File: src/common/mcb_pkg.sv
`default_nettype none

package mcb_pkg;

  localparam int MCB_DATA_W = 32; // Bus data and mesh words
  localparam int MCB_ADR_W  = 12;

  typedef logic [MCB_DATA_W-1:0] mcb_word_t;

  // Register index, from wb_adr_i[5:2]
  typedef enum logic [3:0] {
    REG_HOST_REQ_DATA  = 4'd0, // Write pushes
    REG_HOST_REQ_SPACE = 4'd1,
    REG_MC_RSP_DATA    = 4'd2, // Read pops
    REG_MC_RSP_COUNT   = 4'd3,
    REG_MC_REQ_DATA    = 4'd4, // Read pops
    REG_MC_REQ_COUNT   = 4'd5,
    REG_HOST_RSP_DATA  = 4'd6, // Write pushes
    REG_HOST_RSP_SPACE = 4'd7,
    REG_CREDITS_USED   = 4'd8
  } mcb_reg_e;

  // Indexes 9 to 15 are unmapped

  localparam int MCB_FIFO_DEPTH_DEF  = 4;
  localparam int MCB_MAX_CREDITS_DEF = 8;

endpackage

`default_nettype wire

File: src/mcb_fifo/mcb_word_fifo.sv
`timescale 1ns/1ns
`default_nettype none

module mcb_word_fifo #(
  parameter int DEPTH = mcb_pkg::MCB_FIFO_DEPTH_DEF
) (
  input  logic                       clk_i,
  input  logic                       rst_n_i,
  input  logic                       push_i,
  input  mcb_pkg::mcb_word_t         data_i,
  input  logic                       pop_i,
  output mcb_pkg::mcb_word_t         data_o,
  output logic                       full_o,
  output logic                       empty_o,
  output logic [$clog2(DEPTH+1)-1:0] count_o
);
  import mcb_pkg::*;

  localparam int PTR_W = (DEPTH > 1) ? $clog2(DEPTH) : 1;

  mcb_word_t        mem [DEPTH];
  logic [PTR_W-1:0] wr_ptr;
  logic [PTR_W-1:0] rd_ptr;
  logic             do_push;
  logic             do_pop;

  // Wraps at DEPTH, which need not be a power of two
  function automatic logic [PTR_W-1:0] next_ptr(input logic [PTR_W-1:0] ptr);
    return (ptr == PTR_W'(DEPTH - 1)) ? '0 : ptr + 1'b1;
  endfunction

  assign empty_o = (count_o == '0);
  assign full_o  = (count_o == DEPTH);
  assign do_pop  = pop_i && !empty_o;
  assign do_push = push_i && (!full_o || do_pop); // Full plus pop frees a slot
  assign data_o  = mem[rd_ptr];

  always_ff @(posedge clk_i) begin
    if (!rst_n_i) begin
      wr_ptr  <= '0;
      rd_ptr  <= '0;
      count_o <= '0;
    end else begin
      if (do_push) wr_ptr <= next_ptr(wr_ptr);
      if (do_pop) rd_ptr <= next_ptr(rd_ptr);
      case ({do_push, do_pop})
        2'b10:   count_o <= count_o + 1'b1;
        2'b01:   count_o <= count_o - 1'b1;
        default: count_o <= count_o;
      endcase
    end
  end

  always_ff @(posedge clk_i) begin
    if (do_push) mem[wr_ptr] <= data_i;
  end

  a_no_overflow: assert property (
    @(posedge clk_i) disable iff (!rst_n_i)
    !(push_i && full_o && !pop_i)
  ) else $error("push into full FIFO");

  a_no_underflow: assert property (
    @(posedge clk_i) disable iff (!rst_n_i)
    !(pop_i && empty_o)
  ) else $error("pop from empty FIFO");

endmodule

`default_nettype wire

File: src/mcb_fifo/mcb_queue_exec.sv
`timescale 1ns/1ns
`default_nettype none

module mcb_queue_exec #(
  parameter int FIFO_DEPTH  = mcb_pkg::MCB_FIFO_DEPTH_DEF,
  parameter int MAX_CREDITS = mcb_pkg::MCB_MAX_CREDITS_DEF
) (
  input  logic               clk_i,
  input  logic               rst_n_i,

  input  logic               op_v_i,
  input  logic               op_we_i,
  input  mcb_pkg::mcb_reg_e  op_reg_i,
  input  mcb_pkg::mcb_word_t op_data_i,

  // Outbound streams
  output mcb_pkg::mcb_word_t host_req_o,
  output logic               host_req_v_o,
  input  logic               host_req_ready_i,
  output mcb_pkg::mcb_word_t host_rsp_o,
  output logic               host_rsp_v_o,
  input  logic               host_rsp_ready_i,

  // Inbound streams
  input  mcb_pkg::mcb_word_t mc_req_i,
  input  logic               mc_req_v_i,
  output logic               mc_req_ready_o,
  input  mcb_pkg::mcb_word_t mc_rsp_i,
  input  logic               mc_rsp_v_i,
  output logic               mc_rsp_ready_o,

  output mcb_pkg::mcb_word_t mc_rsp_head_o,
  output mcb_pkg::mcb_word_t mc_req_head_o,
  output mcb_pkg::mcb_word_t host_req_space_o,
  output mcb_pkg::mcb_word_t host_rsp_space_o,
  output mcb_pkg::mcb_word_t mc_rsp_count_o,
  output mcb_pkg::mcb_word_t mc_req_count_o,
  output mcb_pkg::mcb_word_t credits_used_o
);
  import mcb_pkg::*;

  localparam int CNT_W = $clog2(FIFO_DEPTH + 1);
  localparam int CRD_W = $clog2(MAX_CREDITS + 1);

  logic bus_wr;
  logic bus_rd;

  logic hreq_push, hreq_pop, hreq_full, hreq_empty;
  logic hrsp_push, hrsp_pop, hrsp_full, hrsp_empty;
  logic mreq_push, mreq_pop, mreq_full, mreq_empty;
  logic mrsp_push, mrsp_pop, mrsp_full, mrsp_empty;
  logic [CNT_W-1:0] hreq_cnt, hrsp_cnt, mreq_cnt, mrsp_cnt;
  mcb_word_t mreq_data, mrsp_data;

  logic [CRD_W-1:0] credits_q;
  logic             crd_inc;
  logic             crd_dec;

  assign bus_wr = op_v_i && op_we_i;
  assign bus_rd = op_v_i && !op_we_i;

  // Writes to a full queue are dropped
  assign hreq_push = bus_wr && (op_reg_i == REG_HOST_REQ_DATA) && !hreq_full;
  assign hrsp_push = bus_wr && (op_reg_i == REG_HOST_RSP_DATA) && !hrsp_full;
  assign mreq_pop  = bus_rd && (op_reg_i == REG_MC_REQ_DATA) && !mreq_empty;
  assign mrsp_pop  = bus_rd && (op_reg_i == REG_MC_RSP_DATA) && !mrsp_empty;

  assign host_req_v_o = !hreq_empty && (credits_q < MAX_CREDITS); // Credit gate
  assign hreq_pop     = host_req_v_o && host_req_ready_i;
  assign host_rsp_v_o = !hrsp_empty;
  assign hrsp_pop     = host_rsp_v_o && host_rsp_ready_i;

  assign mc_req_ready_o = !mreq_full;
  assign mreq_push      = mc_req_v_i && mc_req_ready_o;
  assign mc_rsp_ready_o = !mrsp_full;
  assign mrsp_push      = mc_rsp_v_i && mc_rsp_ready_o;

  mcb_word_fifo #(.DEPTH(FIFO_DEPTH)) u_host_req_fifo (
    .clk_i, .rst_n_i, .push_i(hreq_push), .data_i(op_data_i), .pop_i(hreq_pop),
    .data_o(host_req_o), .full_o(hreq_full), .empty_o(hreq_empty), .count_o(hreq_cnt)
  );

  mcb_word_fifo #(.DEPTH(FIFO_DEPTH)) u_host_rsp_fifo (
    .clk_i, .rst_n_i, .push_i(hrsp_push), .data_i(op_data_i), .pop_i(hrsp_pop),
    .data_o(host_rsp_o), .full_o(hrsp_full), .empty_o(hrsp_empty), .count_o(hrsp_cnt)
  );

  mcb_word_fifo #(.DEPTH(FIFO_DEPTH)) u_mc_req_fifo (
    .clk_i, .rst_n_i, .push_i(mreq_push), .data_i(mc_req_i), .pop_i(mreq_pop),
    .data_o(mreq_data), .full_o(mreq_full), .empty_o(mreq_empty), .count_o(mreq_cnt)
  );

  mcb_word_fifo #(.DEPTH(FIFO_DEPTH)) u_mc_rsp_fifo (
    .clk_i, .rst_n_i, .push_i(mrsp_push), .data_i(mc_rsp_i), .pop_i(mrsp_pop),
    .data_o(mrsp_data), .full_o(mrsp_full), .empty_o(mrsp_empty), .count_o(mrsp_cnt)
  );

  // Outstanding request credits
  assign crd_inc = hreq_pop;
  assign crd_dec = mrsp_push && (credits_q != '0); // Stray response returns nothing

  always_ff @(posedge clk_i) begin
    if (!rst_n_i) begin
      credits_q <= '0;
    end else begin
      case ({crd_inc, crd_dec})
        2'b10:   credits_q <= credits_q + 1'b1;
        2'b01:   credits_q <= credits_q - 1'b1;
        default: credits_q <= credits_q;
      endcase
    end
  end

  assign mc_rsp_head_o    = mrsp_empty ? '0 : mrsp_data;
  assign mc_req_head_o    = mreq_empty ? '0 : mreq_data;
  assign host_req_space_o = mcb_word_t'(FIFO_DEPTH) - mcb_word_t'(hreq_cnt);
  assign host_rsp_space_o = mcb_word_t'(FIFO_DEPTH) - mcb_word_t'(hrsp_cnt);
  assign mc_rsp_count_o   = mcb_word_t'(mrsp_cnt);
  assign mc_req_count_o   = mcb_word_t'(mreq_cnt);
  assign credits_used_o   = mcb_word_t'(credits_q);

  a_credit_limit: assert property (
    @(posedge clk_i) disable iff (!rst_n_i)
    credits_q <= MAX_CREDITS
  ) else $error("credits above MAX_CREDITS");

endmodule

`default_nettype wire

File: src/hw/mcb_bus_decode.sv
`timescale 1ns/1ns
`default_nettype none

module mcb_bus_decode (
  input  logic                          clk_i,
  input  logic                          rst_n_i,

  input  logic                          wb_cyc_i,
  input  logic                          wb_stb_i,
  input  logic                          wb_we_i,
  input  logic [mcb_pkg::MCB_ADR_W-1:0] wb_adr_i,
  input  mcb_pkg::mcb_word_t            wb_dat_i,

  output logic                          op_v_o,
  output logic                          op_we_o,
  output mcb_pkg::mcb_reg_e             op_reg_o,
  output mcb_pkg::mcb_word_t            op_data_o
);
  import mcb_pkg::*;

  logic bus_req;
  logic taken_q; // Strobe already turned into an op
  logic issue;

  assign bus_req = wb_cyc_i && wb_stb_i;
  assign issue   = bus_req && !taken_q;

  // Control flags
  always_ff @(posedge clk_i) begin
    if (!rst_n_i) begin
      op_v_o  <= 1'b0;
      taken_q <= 1'b0;
    end else begin
      op_v_o <= issue;
      if (issue) begin
        taken_q <= 1'b1;
      end else if (!bus_req) begin
        taken_q <= 1'b0; // Strobe fell, ready for next cycle
      end
    end
  end

  // Operation payload
  always_ff @(posedge clk_i) begin
    if (issue) begin
      op_we_o   <= wb_we_i;
      op_reg_o  <= mcb_reg_e'(wb_adr_i[5:2]); // Word index
      op_data_o <= wb_dat_i;
    end
  end

  // One op per strobe, never back to back
  a_op_single: assert property (
    @(posedge clk_i) disable iff (!rst_n_i)
    op_v_o |=> !op_v_o
  ) else $error("op_v_o high for two cycles");

endmodule

`default_nettype wire

File: src/hw/mcb_read_result.sv
`timescale 1ns/1ns
`default_nettype none

module mcb_read_result (
  input  logic               clk_i,
  input  logic               rst_n_i,

  input  logic               op_v_i,
  input  logic               op_we_i,
  input  mcb_pkg::mcb_reg_e  op_reg_i,

  input  mcb_pkg::mcb_word_t mc_rsp_head_i,
  input  mcb_pkg::mcb_word_t mc_req_head_i,
  input  mcb_pkg::mcb_word_t host_req_space_i,
  input  mcb_pkg::mcb_word_t host_rsp_space_i,
  input  mcb_pkg::mcb_word_t mc_rsp_count_i,
  input  mcb_pkg::mcb_word_t mc_req_count_i,
  input  mcb_pkg::mcb_word_t credits_used_i,

  output mcb_pkg::mcb_word_t wb_dat_o,
  output logic               wb_ack_o
);
  import mcb_pkg::*;

  mcb_word_t rd_word;

  // Heads are sampled before the pop lands
  always_comb begin
    rd_word = '0;
    if (!op_we_i) begin
      case (op_reg_i)
        REG_HOST_REQ_SPACE: rd_word = host_req_space_i;
        REG_MC_RSP_DATA:    rd_word = mc_rsp_head_i;
        REG_MC_RSP_COUNT:   rd_word = mc_rsp_count_i;
        REG_MC_REQ_DATA:    rd_word = mc_req_head_i;
        REG_MC_REQ_COUNT:   rd_word = mc_req_count_i;
        REG_HOST_RSP_SPACE: rd_word = host_rsp_space_i;
        REG_CREDITS_USED:   rd_word = credits_used_i;
        default:            rd_word = '0; // Write-only and unmapped
      endcase
    end
  end

  always_ff @(posedge clk_i) begin
    if (!rst_n_i) begin
      wb_ack_o <= 1'b0;
    end else begin
      wb_ack_o <= op_v_i;
    end
  end

  always_ff @(posedge clk_i) begin
    if (op_v_i) wb_dat_o <= rd_word;
  end

  // Ack is a one-cycle pulse
  a_ack_pulse: assert property (
    @(posedge clk_i) disable iff (!rst_n_i)
    wb_ack_o |=> !wb_ack_o
  ) else $error("ack not a single cycle pulse");

endmodule

`default_nettype wire

File: src/hw/mcb_bridge_top.sv
`timescale 1ns/1ns
`default_nettype none

module mcb_bridge_top #(
  parameter int FIFO_DEPTH  = mcb_pkg::MCB_FIFO_DEPTH_DEF,
  parameter int MAX_CREDITS = mcb_pkg::MCB_MAX_CREDITS_DEF
) (
  input  logic                          clk_i,
  input  logic                          rst_n_i,

  // Wishbone classic slave
  input  logic                          wb_cyc_i,
  input  logic                          wb_stb_i,
  input  logic                          wb_we_i,
  input  logic [mcb_pkg::MCB_ADR_W-1:0] wb_adr_i,
  input  mcb_pkg::mcb_word_t            wb_dat_i,
  output mcb_pkg::mcb_word_t            wb_dat_o,
  output logic                          wb_ack_o,

  // Mesh streams
  output mcb_pkg::mcb_word_t            host_req_o,
  output logic                          host_req_v_o,
  input  logic                          host_req_ready_i,
  output mcb_pkg::mcb_word_t            host_rsp_o,
  output logic                          host_rsp_v_o,
  input  logic                          host_rsp_ready_i,
  input  mcb_pkg::mcb_word_t            mc_req_i,
  input  logic                          mc_req_v_i,
  output logic                          mc_req_ready_o,
  input  mcb_pkg::mcb_word_t            mc_rsp_i,
  input  logic                          mc_rsp_v_i,
  output logic                          mc_rsp_ready_o
);
  import mcb_pkg::*;

  logic      op_v;
  logic      op_we;
  mcb_reg_e  op_reg;
  mcb_word_t op_data;

  mcb_word_t mc_rsp_head, mc_req_head;
  mcb_word_t host_req_space, host_rsp_space;
  mcb_word_t mc_rsp_count, mc_req_count;
  mcb_word_t credits_used;

  mcb_bus_decode u_mcb_bus_decode (
    .clk_i, .rst_n_i,
    .wb_cyc_i, .wb_stb_i, .wb_we_i, .wb_adr_i, .wb_dat_i,
    .op_v_o(op_v), .op_we_o(op_we), .op_reg_o(op_reg), .op_data_o(op_data)
  );

  mcb_queue_exec #(
    .FIFO_DEPTH (FIFO_DEPTH),
    .MAX_CREDITS(MAX_CREDITS)
  ) u_mcb_queue_exec (
    .clk_i, .rst_n_i,
    .op_v_i(op_v), .op_we_i(op_we), .op_reg_i(op_reg), .op_data_i(op_data),
    .host_req_o, .host_req_v_o, .host_req_ready_i,
    .host_rsp_o, .host_rsp_v_o, .host_rsp_ready_i,
    .mc_req_i, .mc_req_v_i, .mc_req_ready_o,
    .mc_rsp_i, .mc_rsp_v_i, .mc_rsp_ready_o,
    .mc_rsp_head_o(mc_rsp_head), .mc_req_head_o(mc_req_head),
    .host_req_space_o(host_req_space), .host_rsp_space_o(host_rsp_space),
    .mc_rsp_count_o(mc_rsp_count), .mc_req_count_o(mc_req_count),
    .credits_used_o(credits_used)
  );

  mcb_read_result u_mcb_read_result (
    .clk_i, .rst_n_i,
    .op_v_i(op_v), .op_we_i(op_we), .op_reg_i(op_reg),
    .mc_rsp_head_i(mc_rsp_head), .mc_req_head_i(mc_req_head),
    .host_req_space_i(host_req_space), .host_rsp_space_i(host_rsp_space),
    .mc_rsp_count_i(mc_rsp_count), .mc_req_count_i(mc_req_count),
    .credits_used_i(credits_used),
    .wb_dat_o, .wb_ack_o
  );

endmodule

`default_nettype wire

File: config.mk
export PLATFORM = sky130hd
export DESIGN_NAME = mcb_bridge_top
export DESIGN_NICKNAME = d
export VERILOG_FILES = /design/src/common/mcb_pkg.sv /design/src/mcb_fifo/mcb_word_fifo.sv /design/src/mcb_fifo/mcb_queue_exec.sv /design/src/hw/mcb_bus_decode.sv /design/src/hw/mcb_read_result.sv /design/src/hw/mcb_bridge_top.sv
export SDC_FILE = /design/constraint.sdc
export NUM_CORES = 1
export LEC_CHECK = 0
export ABC_CLOCK_PERIOD_IN_PS = 10400
export BUFFER_PORTS_ARGS = -buffer_cell sky130_fd_sc_hd__buf_2
export CORE_UTILIZATION = 61
export DETAILED_ROUTE_END_ITERATION = 7
export MAX_ROUTING_LAYER = met4
export PLACE_DENSITY = 0.81
export SLEW_MARGIN = 0
export SYNTH_ARGS = -nofsm -noshare
export SYNTH_HDL_FRONTEND = slang
export SYNTH_HIERARCHICAL = 1
export SYNTH_SLANG_ARGS = --single-unit
File: constraint.sdc
create_clock -name clk_i -period 10.4 [get_ports clk_i]
set_clock_uncertainty 0.05 [all_clocks]
set_input_delay 0.52 -clock clk_i [delete_from_list [all_inputs] [get_ports clk_i]]
set_output_delay 0.52 -clock clk_i [all_outputs]
set_load 0.005 [all_outputs]
==> impl_summary.txt, run 1 <==
----------------------------------------------------
[Status]
  Outcome ... finished, final reports clean

[Clocking]
  Cts repair resizes ... 0
  Maximum count of clock buffers along a single path ... 3
  Clock transition at the registers of the reported paths ... 70 ps
  Clock tree from TritonCTS ... built
  Master cell of the clock root buffer ... sky130_fd_sc_hd__clkbuf_16
  Worst skew pair latency ... 620 ps
  Clock sink count ... 624
  H-Tree Depth ... 2
  Inserted Clock Buffers ... 60

[STA]
  Final setup violation count ... 0
  Final period util ... 36.16%
  Setup repair after global routing missed its margin ... no
  Min Clock Period, post-route ... 3761 ps
  Post-Route Setup TNS ... 0 ps
  Max Freq ... 265.9 MHz
  Number of pins with negative max-slew slack in the final report ... 0
  Final Hold Vio Count ... 0
  Slew at the pin closest to its max-slew limit ... 1267 ps
  Tightest slew margin relative to the limit ... 15.55%

[Setup path]
  Worst Path Arrival ... 4000 ps
  CP startpoint kind ... flip-flop
  Family with the most delay on the worst path ... simple AND/OR/NAND/NOR gates
  Most numerous cell on the critical path ... sky130_fd_sc_hd__buf_4
  Critical register-to-register path startpoint ... u_mcb_bus_decode/op_reg_o[0]
  CP max-delay cell ... sky130_fd_sc_hd__nor4b_1
  Type of the worst setup path ... flip-flop to flip-flop
  Crit-path cells ... buf_4 -> nor2_1 -> nand3b_1 -> nor4b_1 -> inv_1 -> a21boi_2 -> and2_1 -> buf_4
  Top fanout value on the critical path ... 29
  Worst reg-to-reg path cell count ... 8
  Worst path bufs/invs ... 3
  Register-to-register setup slack ... 6640 ps
  Terminus of the critical flop-to-flop path ... u_mcb_queue_exec/u_mc_req_fifo/mem[2][17]
  Largest incremental delay on the critical path ... 860 ps
  Category of the worst setup path capture point ... flip-flop
  Worst path required time ... 10,640 ps

[Floorplanning]
  Initial Util ... 61.82%
  Total Die Area ... 44,400 um2
  Core box area ... 42,980 um2
  X dimension of the die ... 210.7 um
  Std-Cell Rows ... 76
  I/O Pins ... 218
  Die extent in y ... 210.7 um

[Synthesis]
  Post-synthesis instance area ... 26,570 um2
  Cells after Synth ... 1,545
  Average cell area after synthesis ... 17.20 um2
  Top cells by area, synth ... sky130_fd_sc_hd__edfxtp_1 66%, sky130_fd_sc_hd__mux4_2 11%, sky130_fd_sc_hd__buf_4 4.5%, sky130_fd_sc_hd__dfxtp_1 3.2%, sky130_fd_sc_hd__a22oi_1 2.2%
  Fraction of post-synthesis cell area in the top cell type by area ... 65.66%
  Portion of the post-synthesis area used by sequential elements ... 68.90%
  Most area-hungry cell type in the Yosys netlist ... sky130_fd_sc_hd__edfxtp_1
  Async SR Flop Fraction ... 0%
  Most used flip-flop cell after synthesis ... sky130_fd_sc_hd__edfxtp_1
  Warnings from Yosys ... 6
  Number of enable-type register cells in the synthesized netlist ... 581
  Seq cells post-synth ... 624
  Count of cell types in the netlist ... 56

[Global routing]
  Antenna violations before repair ... 11
  Global-route total usage across every layer ... 26.42%
  Gr busiest metal ... met2
  Wire length of the first global-routing pass ... 83,730 um
  Fraction of met3 tracks used by global routing ... 5.204%
  Global routing met1 resource utilization ... 31.65%
  Largest net degree at the start of global routing ... 48
  Number of global-route vias before repair ... 14,140
  Met2 Resource Use GR ... 45.06%
  Grt total ovfl ... 0

[Worst hold path]
  Worst hold path startpoint ... wb_dat_i[30]
  Hold Crit Depth ... 1
  Type of the worst min-delay path ... primary input to flip-flop
  Worst Hold End ... u_mcb_bus_decode/op_data_o[30]

[Pwr]
  LEAKAGE ... 9.756 nW
  Peak VDD IR ... 0.0001550 V
  Tot Pwr ... 5.150 mW
  Power density of the placed cells ... 174.7 nW/um2

[Route]
  Detailed router's first-iteration violation count ... 1,417
  Average wire length per cell after detail routing ... 23.60 um
  Via total after detailed routing ... 13,850
  Number of optimization iterations in the first detailed-route pass ... 7
  DRC viols ... 0
  Remaining antenna violation count ... 0
  Wire length reported by the detailed router ... 55,750 um
  Via density per instance ... 5.863

[Final layout]
  Growth of design area from synthesis to finish ... 10.93%
  Nets@finish ... 1,863
  Proportion of layout cells with a drive suffix above 1 ... 27.29%

[Placed design]
  HPWL after detailed placement ... 32,680 um
  Number of I/O port buffers ... 209
  Final weighted congestion in routability-driven placement ... 0.8447

[Job]
  Number of maximum-capacitance constraint violations ... 0

----------------------------------------------------
## kinds of logic (layout without fill, tap and decap cells)
family | Yosys count | after routing | synth area share, %
xor gates and xnor gates | 13 | 13 | 0.4285
other | 1 | 97 | 0.01411
muxes | 147 | 147 | 11.56
and+or+nand+nor | 239 | 239 | 5.165
buffers and inverters | 254 | 390 | 5.942
adders and majority gates | 29 | 29 | 1.479
DFF | 624 | 624 | 68.90
AOI/OAI and AO/OA | 238 | 238 | 6.508
## flip-flops by register name, summed over array words and instances (netlist names), 3 cells and up, named ones only
register                                  count
u_mcb_bus_decode/op_data_o                   32
u_mcb_bus_decode/op_reg_o                     4
u_mcb_queue_exec/credits_q                    4
u_mcb_queue_exec/u_host_req_fifo/count_o      3
u_mcb_queue_exec/u_host_req_fifo/mem        128
u_mcb_queue_exec/u_host_rsp_fifo/count_o      3
u_mcb_queue_exec/u_host_rsp_fifo/mem        128
u_mcb_queue_exec/u_mc_req_fifo/count_o        3
u_mcb_queue_exec/u_mc_req_fifo/mem          128
u_mcb_queue_exec/u_mc_rsp_fifo/count_o        3
u_mcb_queue_exec/u_mc_rsp_fifo/mem          128
u_mcb_read_result/wb_dat_o                   32
## cell usage after synthesis (all sizes together) (3+ instances only)
library cell / number
nor2b: 90
or2: 6
nand2b: 7
nor2: 23
and2: 24
a2111oi: 4
nand2: 47
xor2: 12
nor3: 13
inv: 33
o22ai: 30
a22oi: 77
fa: 4
o31ai: 5
mux2i: 19
mux4: 128
a211oi: 4
ha: 25
buf: 199
o21ai: 28
nand3: 3
edfxtp: 581
a21boi: 5
a21oi: 11
nor3b: 5
a22o: 16
o21a: 45
clkbuf: 22
nand3b: 9
dfxtp: 43
a31oi: 5
## report_power, final
part           internal (mW)  switching (mW)  total [mW]
Clock                   1.24           0.899        2.14
Sequential              2.80          0.0263        2.83
Combinational         0.0699           0.111       0.181
## repair_timing
| action | in CTS | in global routing |
|---|---|---|
| hold buffers | 4 | 0 |
| hold endpoints to repair | 4 | 0 |
| buffers inserted | 0 | 0 |
## worst reg2reg max path: stages, from the launching register on
cell	delay, ps
sky130_fd_sc_hd__edfxtp_1	360
sky130_fd_sc_hd__buf_4	230
sky130_fd_sc_hd__nor2_1	180
sky130_fd_sc_hd__nand3b_1	130
sky130_fd_sc_hd__nor4b_1	860
sky130_fd_sc_hd__inv_1	160
sky130_fd_sc_hd__a21boi_2	360
sky130_fd_sc_hd__and2_1	700
sky130_fd_sc_hd__buf_4	410
## per-stage QoR
step                      util (%)  worst slack (ps)  hold slack (ps)  area (um2)  cells
after CTS                    68.52              6649            2.094       29450   2351
after floorplan                  -              6847            419.1       26890   1630
after detailed placement     63.93              6644            455.4       27480   2236
final                        68.58              6639            30.55       29480   2362
after global routing         68.58              6428            14.96       29470   2361
after global placement       63.93              6683            443.0       27480   2236
## how the worst max path moves through the flow
stage	startpoint	endpoint	slack [ps]	cells past startpoint
detailed placement	u_mcb_bus_decode/op_v_o	u_mcb_queue_exec/u_mc_req_fifo/mem[2][10]	6640	7
CTS	u_mcb_bus_decode/op_v_o	u_mcb_queue_exec/u_mc_req_fifo/mem[2][10]	6650	7
finish	u_mcb_bus_decode/op_reg_o[0]	u_mcb_queue_exec/u_mc_req_fifo/mem[2][17]	6640	8
global placement	u_mcb_bus_decode/op_v_o	u_mcb_queue_exec/u_mc_req_fifo/mem[2][6]	6680	7
global route	u_mcb_bus_decode/op_reg_o[0]	u_mcb_queue_exec/u_mc_req_fifo/mem[2][25]	6430	8
floorplan	u_mcb_bus_decode/op_v_o	u_mcb_queue_exec/u_mc_req_fifo/mem[3][0]	6850	5
## cell usage in the layout (no fill, tap or decap), types with 5 or more instances in the layout
master	Yosys	routed
sky130_fd_sc_hd__clkbuf_16	0	61
sky130_fd_sc_hd__and2_1	24	24
sky130_fd_sc_hd__edfxtp_1	581	581
sky130_fd_sc_hd__nand2_1	47	47
sky130_fd_sc_hd__dfxtp_1	43	37
sky130_fd_sc_hd__or2_2	5	5
sky130_fd_sc_hd__ha_1	25	25
sky130_fd_sc_hd__clkinv_1	0	13
sky130_fd_sc_hd__inv_1	33	33
sky130_fd_sc_hd__diode_2	0	11
sky130_fd_sc_hd__a21oi_1	9	9
sky130_fd_sc_hd__dfxtp_2	0	6
sky130_fd_sc_hd__clkbuf_1	22	17
sky130_fd_sc_hd__nor2b_1	90	90
sky130_fd_sc_hd__nand3b_1	9	9
sky130_fd_sc_hd__buf_2	26	209
sky130_fd_sc_hd__bufinv_16	0	6
sky130_fd_sc_hd__conb_1	1	86
sky130_fd_sc_hd__a22o_1	16	16
sky130_fd_sc_hd__o22ai_1	30	30
sky130_fd_sc_hd__clkinv_2	0	6
sky130_fd_sc_hd__o21a_1	45	45
sky130_fd_sc_hd__xor2_1	12	12
sky130_fd_sc_hd__o21ai_0	24	24
sky130_fd_sc_hd__a22oi_1	77	77
sky130_fd_sc_hd__nor3_1	13	11
sky130_fd_sc_hd__a31oi_1	5	5
sky130_fd_sc_hd__nand2b_1	7	7
sky130_fd_sc_hd__mux2i_1	19	19
sky130_fd_sc_hd__buf_4	158	33
sky130_fd_sc_hd__nor2_1	23	23
sky130_fd_sc_hd__mux4_2	128	128
## metal layers
metal | part of all wire, % | up-vias
li1 | - | 6179
met1 | 37 | 7014
met2 | 53 | 564
met3 | 7.5 | 92
met4 | 2.4 | 0
met5 | 0 | -
## cell type report
| class | instances | area [um2] |
|---|---|---|
| fill | 2767 | 13500 |
| sequential | 624 | 18320 |
| clock buffer | 81 | 1632 |
| multi-input combinational | 752 | 7014 |
| inverter | 33 | 123.9 |
| tap | 585 | 732.0 |
| timing repair buffer | 246 | 1334 |
| clock inverter | 30 | 299.0 |
| antenna | 11 | 27.53 |
Power figures use the tool's default switching activity.
==> run 2: changes to the inputs <==
--- a/config.mk
+++ b/config.mk
@@ -5,12 +5,12 @@
 export SDC_FILE = /design/constraint.sdc
 export NUM_CORES = 1
 export LEC_CHECK = 0
-export ABC_CLOCK_PERIOD_IN_PS = 10400
+export ABC_CLOCK_PERIOD_IN_PS = 3650
 export BUFFER_PORTS_ARGS = -buffer_cell sky130_fd_sc_hd__buf_2
-export CORE_UTILIZATION = 61
+export CORE_UTILIZATION = 60
 export DETAILED_ROUTE_END_ITERATION = 7
 export MAX_ROUTING_LAYER = met4
-export PLACE_DENSITY = 0.81
+export PLACE_DENSITY = 0.8
 export SLEW_MARGIN = 0
 export SYNTH_ARGS = -nofsm -noshare
 export SYNTH_HDL_FRONTEND = slang
==> constraint.sdc (replaced) <==
create_clock -name clk_i -period 3.65 [get_ports clk_i]
set_clock_uncertainty 0.05 [all_clocks]
set_input_delay 0.1825 -clock clk_i [delete_from_list [all_inputs] [get_ports clk_i]]
set_output_delay 0.1825 -clock clk_i [all_outputs]
set_load 0.005 [all_outputs]
==> impl_summary.txt, run 2 (same netlist as run 1, synthesis figures left out) <==
----------------------------------------------------
[Status]
  Outcome ... finished, final reports clean (unchanged)

[Final layout]
  Area of all placed cells without fillers ... 30,610 um2 (was 29,480 um2)
  Most common library cell in the layout ignoring fill and taps ... sky130_fd_sc_hd__edfxtp_1 (unchanged)
  Number of standard cells in the final layout excluding fillers ... 2,471 (was 2,362)
  Growth of design area from synthesis to finish ... 15.21% (was 10.93%)
  Nets@finish ... 1,976 (was 1,863)
  Commonest non-fill, non-tap cells in the layout ... 581 x sky130_fd_sc_hd__edfxtp_1, 209 x sky130_fd_sc_hd__buf_2, 128 x sky130_fd_sc_hd__mux4_2 (unchanged)
  Proportion of layout cells with a drive suffix above 1 ... 26.83% (was 27.29%)

[Setup path]
  Top fanout value on the critical path ... 13 (was 29)
  Category of the worst setup path capture point ... flip-flop (unchanged)
  CP max-delay cell ... sky130_fd_sc_hd__edfxtp_1 (was sky130_fd_sc_hd__nor4b_1)
  Worst path required time ... 4140 ps (was 10,640 ps)
  Crit-path cells ... nor2_1 -> nand3b_1 -> nor4b_1 -> buf_4 -> o31ai_2 -> or2_2 -> fa_1 -> a211oi_1 -> o21ai_0 -> a21oi_1 (was buf_4 -> nor2_1 -> nand3b_1 -> nor4b_1 -> inv_1 -> a21boi_2 -> and2_1 -> buf_4)
  CP startpoint kind ... flip-flop (unchanged)
  Largest incremental delay on the critical path ... 550 ps (was 860 ps)
  Worst Path Arrival ... 3440 ps (was 4000 ps)
  Type of the worst setup path ... flip-flop to flip-flop (unchanged)

[Placed design]
  Number of I/O port buffers ... 209 (unchanged)
  Post-placement worst setup slack ... 721.1 ps (was 6644 ps)
  Instance area at placement ... 27,580 um2 (was 27,480 um2)
  Final weighted congestion in routability-driven placement ... 0.8343 (was 0.8447)
  HPWL after detailed placement ... 33,900 um (was 32,680 um)
  Cells after DPL ... 2,249 (was 2,236)

[Route]
  Remaining antenna violation count ... 0 (unchanged)
  Average wire length per cell after detail routing ... 23.79 um (was 23.60 um)
  Wire length reported by the detailed router ... 58,790 um (was 55,750 um)
  Via density per instance ... 5.847 (was 5.863)
  Detailed router's first-iteration violation count ... 1,453 (was 1,417)
  Via total after detailed routing ... 14,450 (was 13,850)
  DRC viols ... 0 (unchanged)
  Number of optimization iterations in the first detailed-route pass ... 6 (was 7)

[Global routing]
  Wire length of the first global-routing pass ... 87,690 um (was 83,730 um)
  Grt total ovfl ... 0 (unchanged)
  Number of global-route vias before repair ... 14,700 (was 14,140)
  Antenna violations before repair ... 1 (was 11)
  Global-route total usage across every layer ... 27.26% (was 26.42%)
  Largest net degree at the start of global routing ... 41 (was 48)

[Floorplanning]
  I/O Pins ... 218 (unchanged)
  Die extent in y ... 212.4 um (was 210.7 um)
  Std-Cell Rows ... 76 (unchanged)
  Total Die Area ... 45,130 um2 (was 44,400 um2)
  Initial Util ... 61.28% (was 61.82%)
  Core box area ... 43,360 um2 (was 42,980 um2)
  X dimension of the die ... 212.4 um (was 210.7 um)

[Clocking]
  Master cell of the clock root buffer ... sky130_fd_sc_hd__clkbuf_16 (unchanged)
  Inserted Clock Buffers ... 60 (unchanged)
  Clock tree from TritonCTS ... built (unchanged)
  Worst skew pair latency ... 610 ps (was 620 ps)
  Clock sink count ... 624 (unchanged)
  Maximum count of clock buffers along a single path ... 3 (unchanged)
  H-Tree Depth ... 2 (unchanged)
  Cts repair resizes ... 0 (unchanged)
  Clock transition at the registers of the reported paths ... 70 ps (about the same)

[STA]
  Final Hold Vio Count ... 0 (unchanged)
  Final worst slack ... 702.0 ps (was 6639 ps)
  Tightest slew margin relative to the limit ... 25.05% (was 15.55%)
  Post-Route Setup TNS ... 0 ps (unchanged)
  Number of pins with negative max-slew slack in the final report ... 0 (unchanged)
  Min Clock Period, post-route ... 2948 ps (was 3761 ps)
  Final period util ... 80.77% (was 36.16%)
  Slew at the pin closest to its max-slew limit ... 1123 ps (was 1267 ps)
  Max Freq ... 339.2 MHz (was 265.9 MHz)
  Final setup violation count ... 0 (unchanged)
  Setup repair after global routing missed its margin ... no (unchanged)

[Pwr]
  LEAKAGE ... 10.29 nW (was 9.756 nW)
  Peak VDD IR ... 0.0005163 V (was 0.0001550 V)
  Tot Pwr ... 14.91 mW (was 5.150 mW)
  Power density of the placed cells ... 487.1 nW/um2 (was 174.7 nW/um2)

[Job]
  Number of maximum-capacitance constraint violations ... 0 (unchanged)

[Worst hold path]
  Type of the worst min-delay path ... primary input to flip-flop (unchanged)

----------------------------------------------------
-- run 2: cell types whose count changed in the layout (fill, tap and decap cells not counted), sizes merged --
| cell | change |
|---|---|
| clkinv | +15 |
| dlygate4sd3 | +100 |
| bufinv | +2 |
| buf | +13 |
| diode | -7 |
| clkbuf | -14 |
-- run 2: worst paths after layout --
kind,start,to,slack [ps],depth (start not counted)
setup / recovery,u_mcb_bus_decode/op_reg_o[3],u_mcb_queue_exec/u_mc_req_fifo/count_o[1],700,10
hold / removal,rst_n_i,u_mcb_queue_exec/u_mc_req_fifo/count_o[1],80,3
setup reg to reg,u_mcb_bus_decode/op_reg_o[3],u_mcb_queue_exec/u_mc_req_fifo/count_o[1],700,10
hold reg to reg,u_mcb_queue_exec/credits_q[3],u_mcb_queue_exec/credits_q[3],490,2
-- run 2: timing repair --
action,4_1_cts,5_1_grt
setup buffers,0,0
endpoints found under the hold margin,295,0
hold buffers,104,0
-- run 2: metal layers --
layer  wire (um)  up-vias  GRT usage (%)
li1            -     6392              -
met1       21970     7274          33.27
met2       31140      666          47.03
met3        4152      117          4.121
met4        1531        0          8.509
met5           0        -              -
-- run 2: area by class of cell --
cell class / count / area [um2]
clock buffers: 67 / 1549
fillers: 2721 / 12750
multi-input cells: 752 / 7014
clock inverters: 47 / 439.2
well taps: 585 / 732.0
repair buffers: 359 / 2432
inverters: 33 / 123.9
flip-flops and latches: 624 / 18310
diodes: 4 / 10.01
-- run 2: power breakdown --
part	switching, mW	internal (mW)
logic	0.340	0.270
registers	0.0848	7.98
clock network	2.62	3.62
total	3.04	11.9
-- run 2: critical path: cells and delay by family, from the launching register on --
kind            cells  cell delay [ps]
simple gates        4             1000
compound gates      4              600
flops               1              550
fa+ha+maj           1              470
buf+inv             1              210
-- run 2: through the flow --
step / hold WS (ps) / util [%]
after floorplan: 231.4 / -
after global placement: 311.3 / 63.59
after detailed placement: 310.8 / 63.59
after CTS: 64.69 / 70.58
after global routing: 130.6 / 70.59
final: 83.62 / 70.60
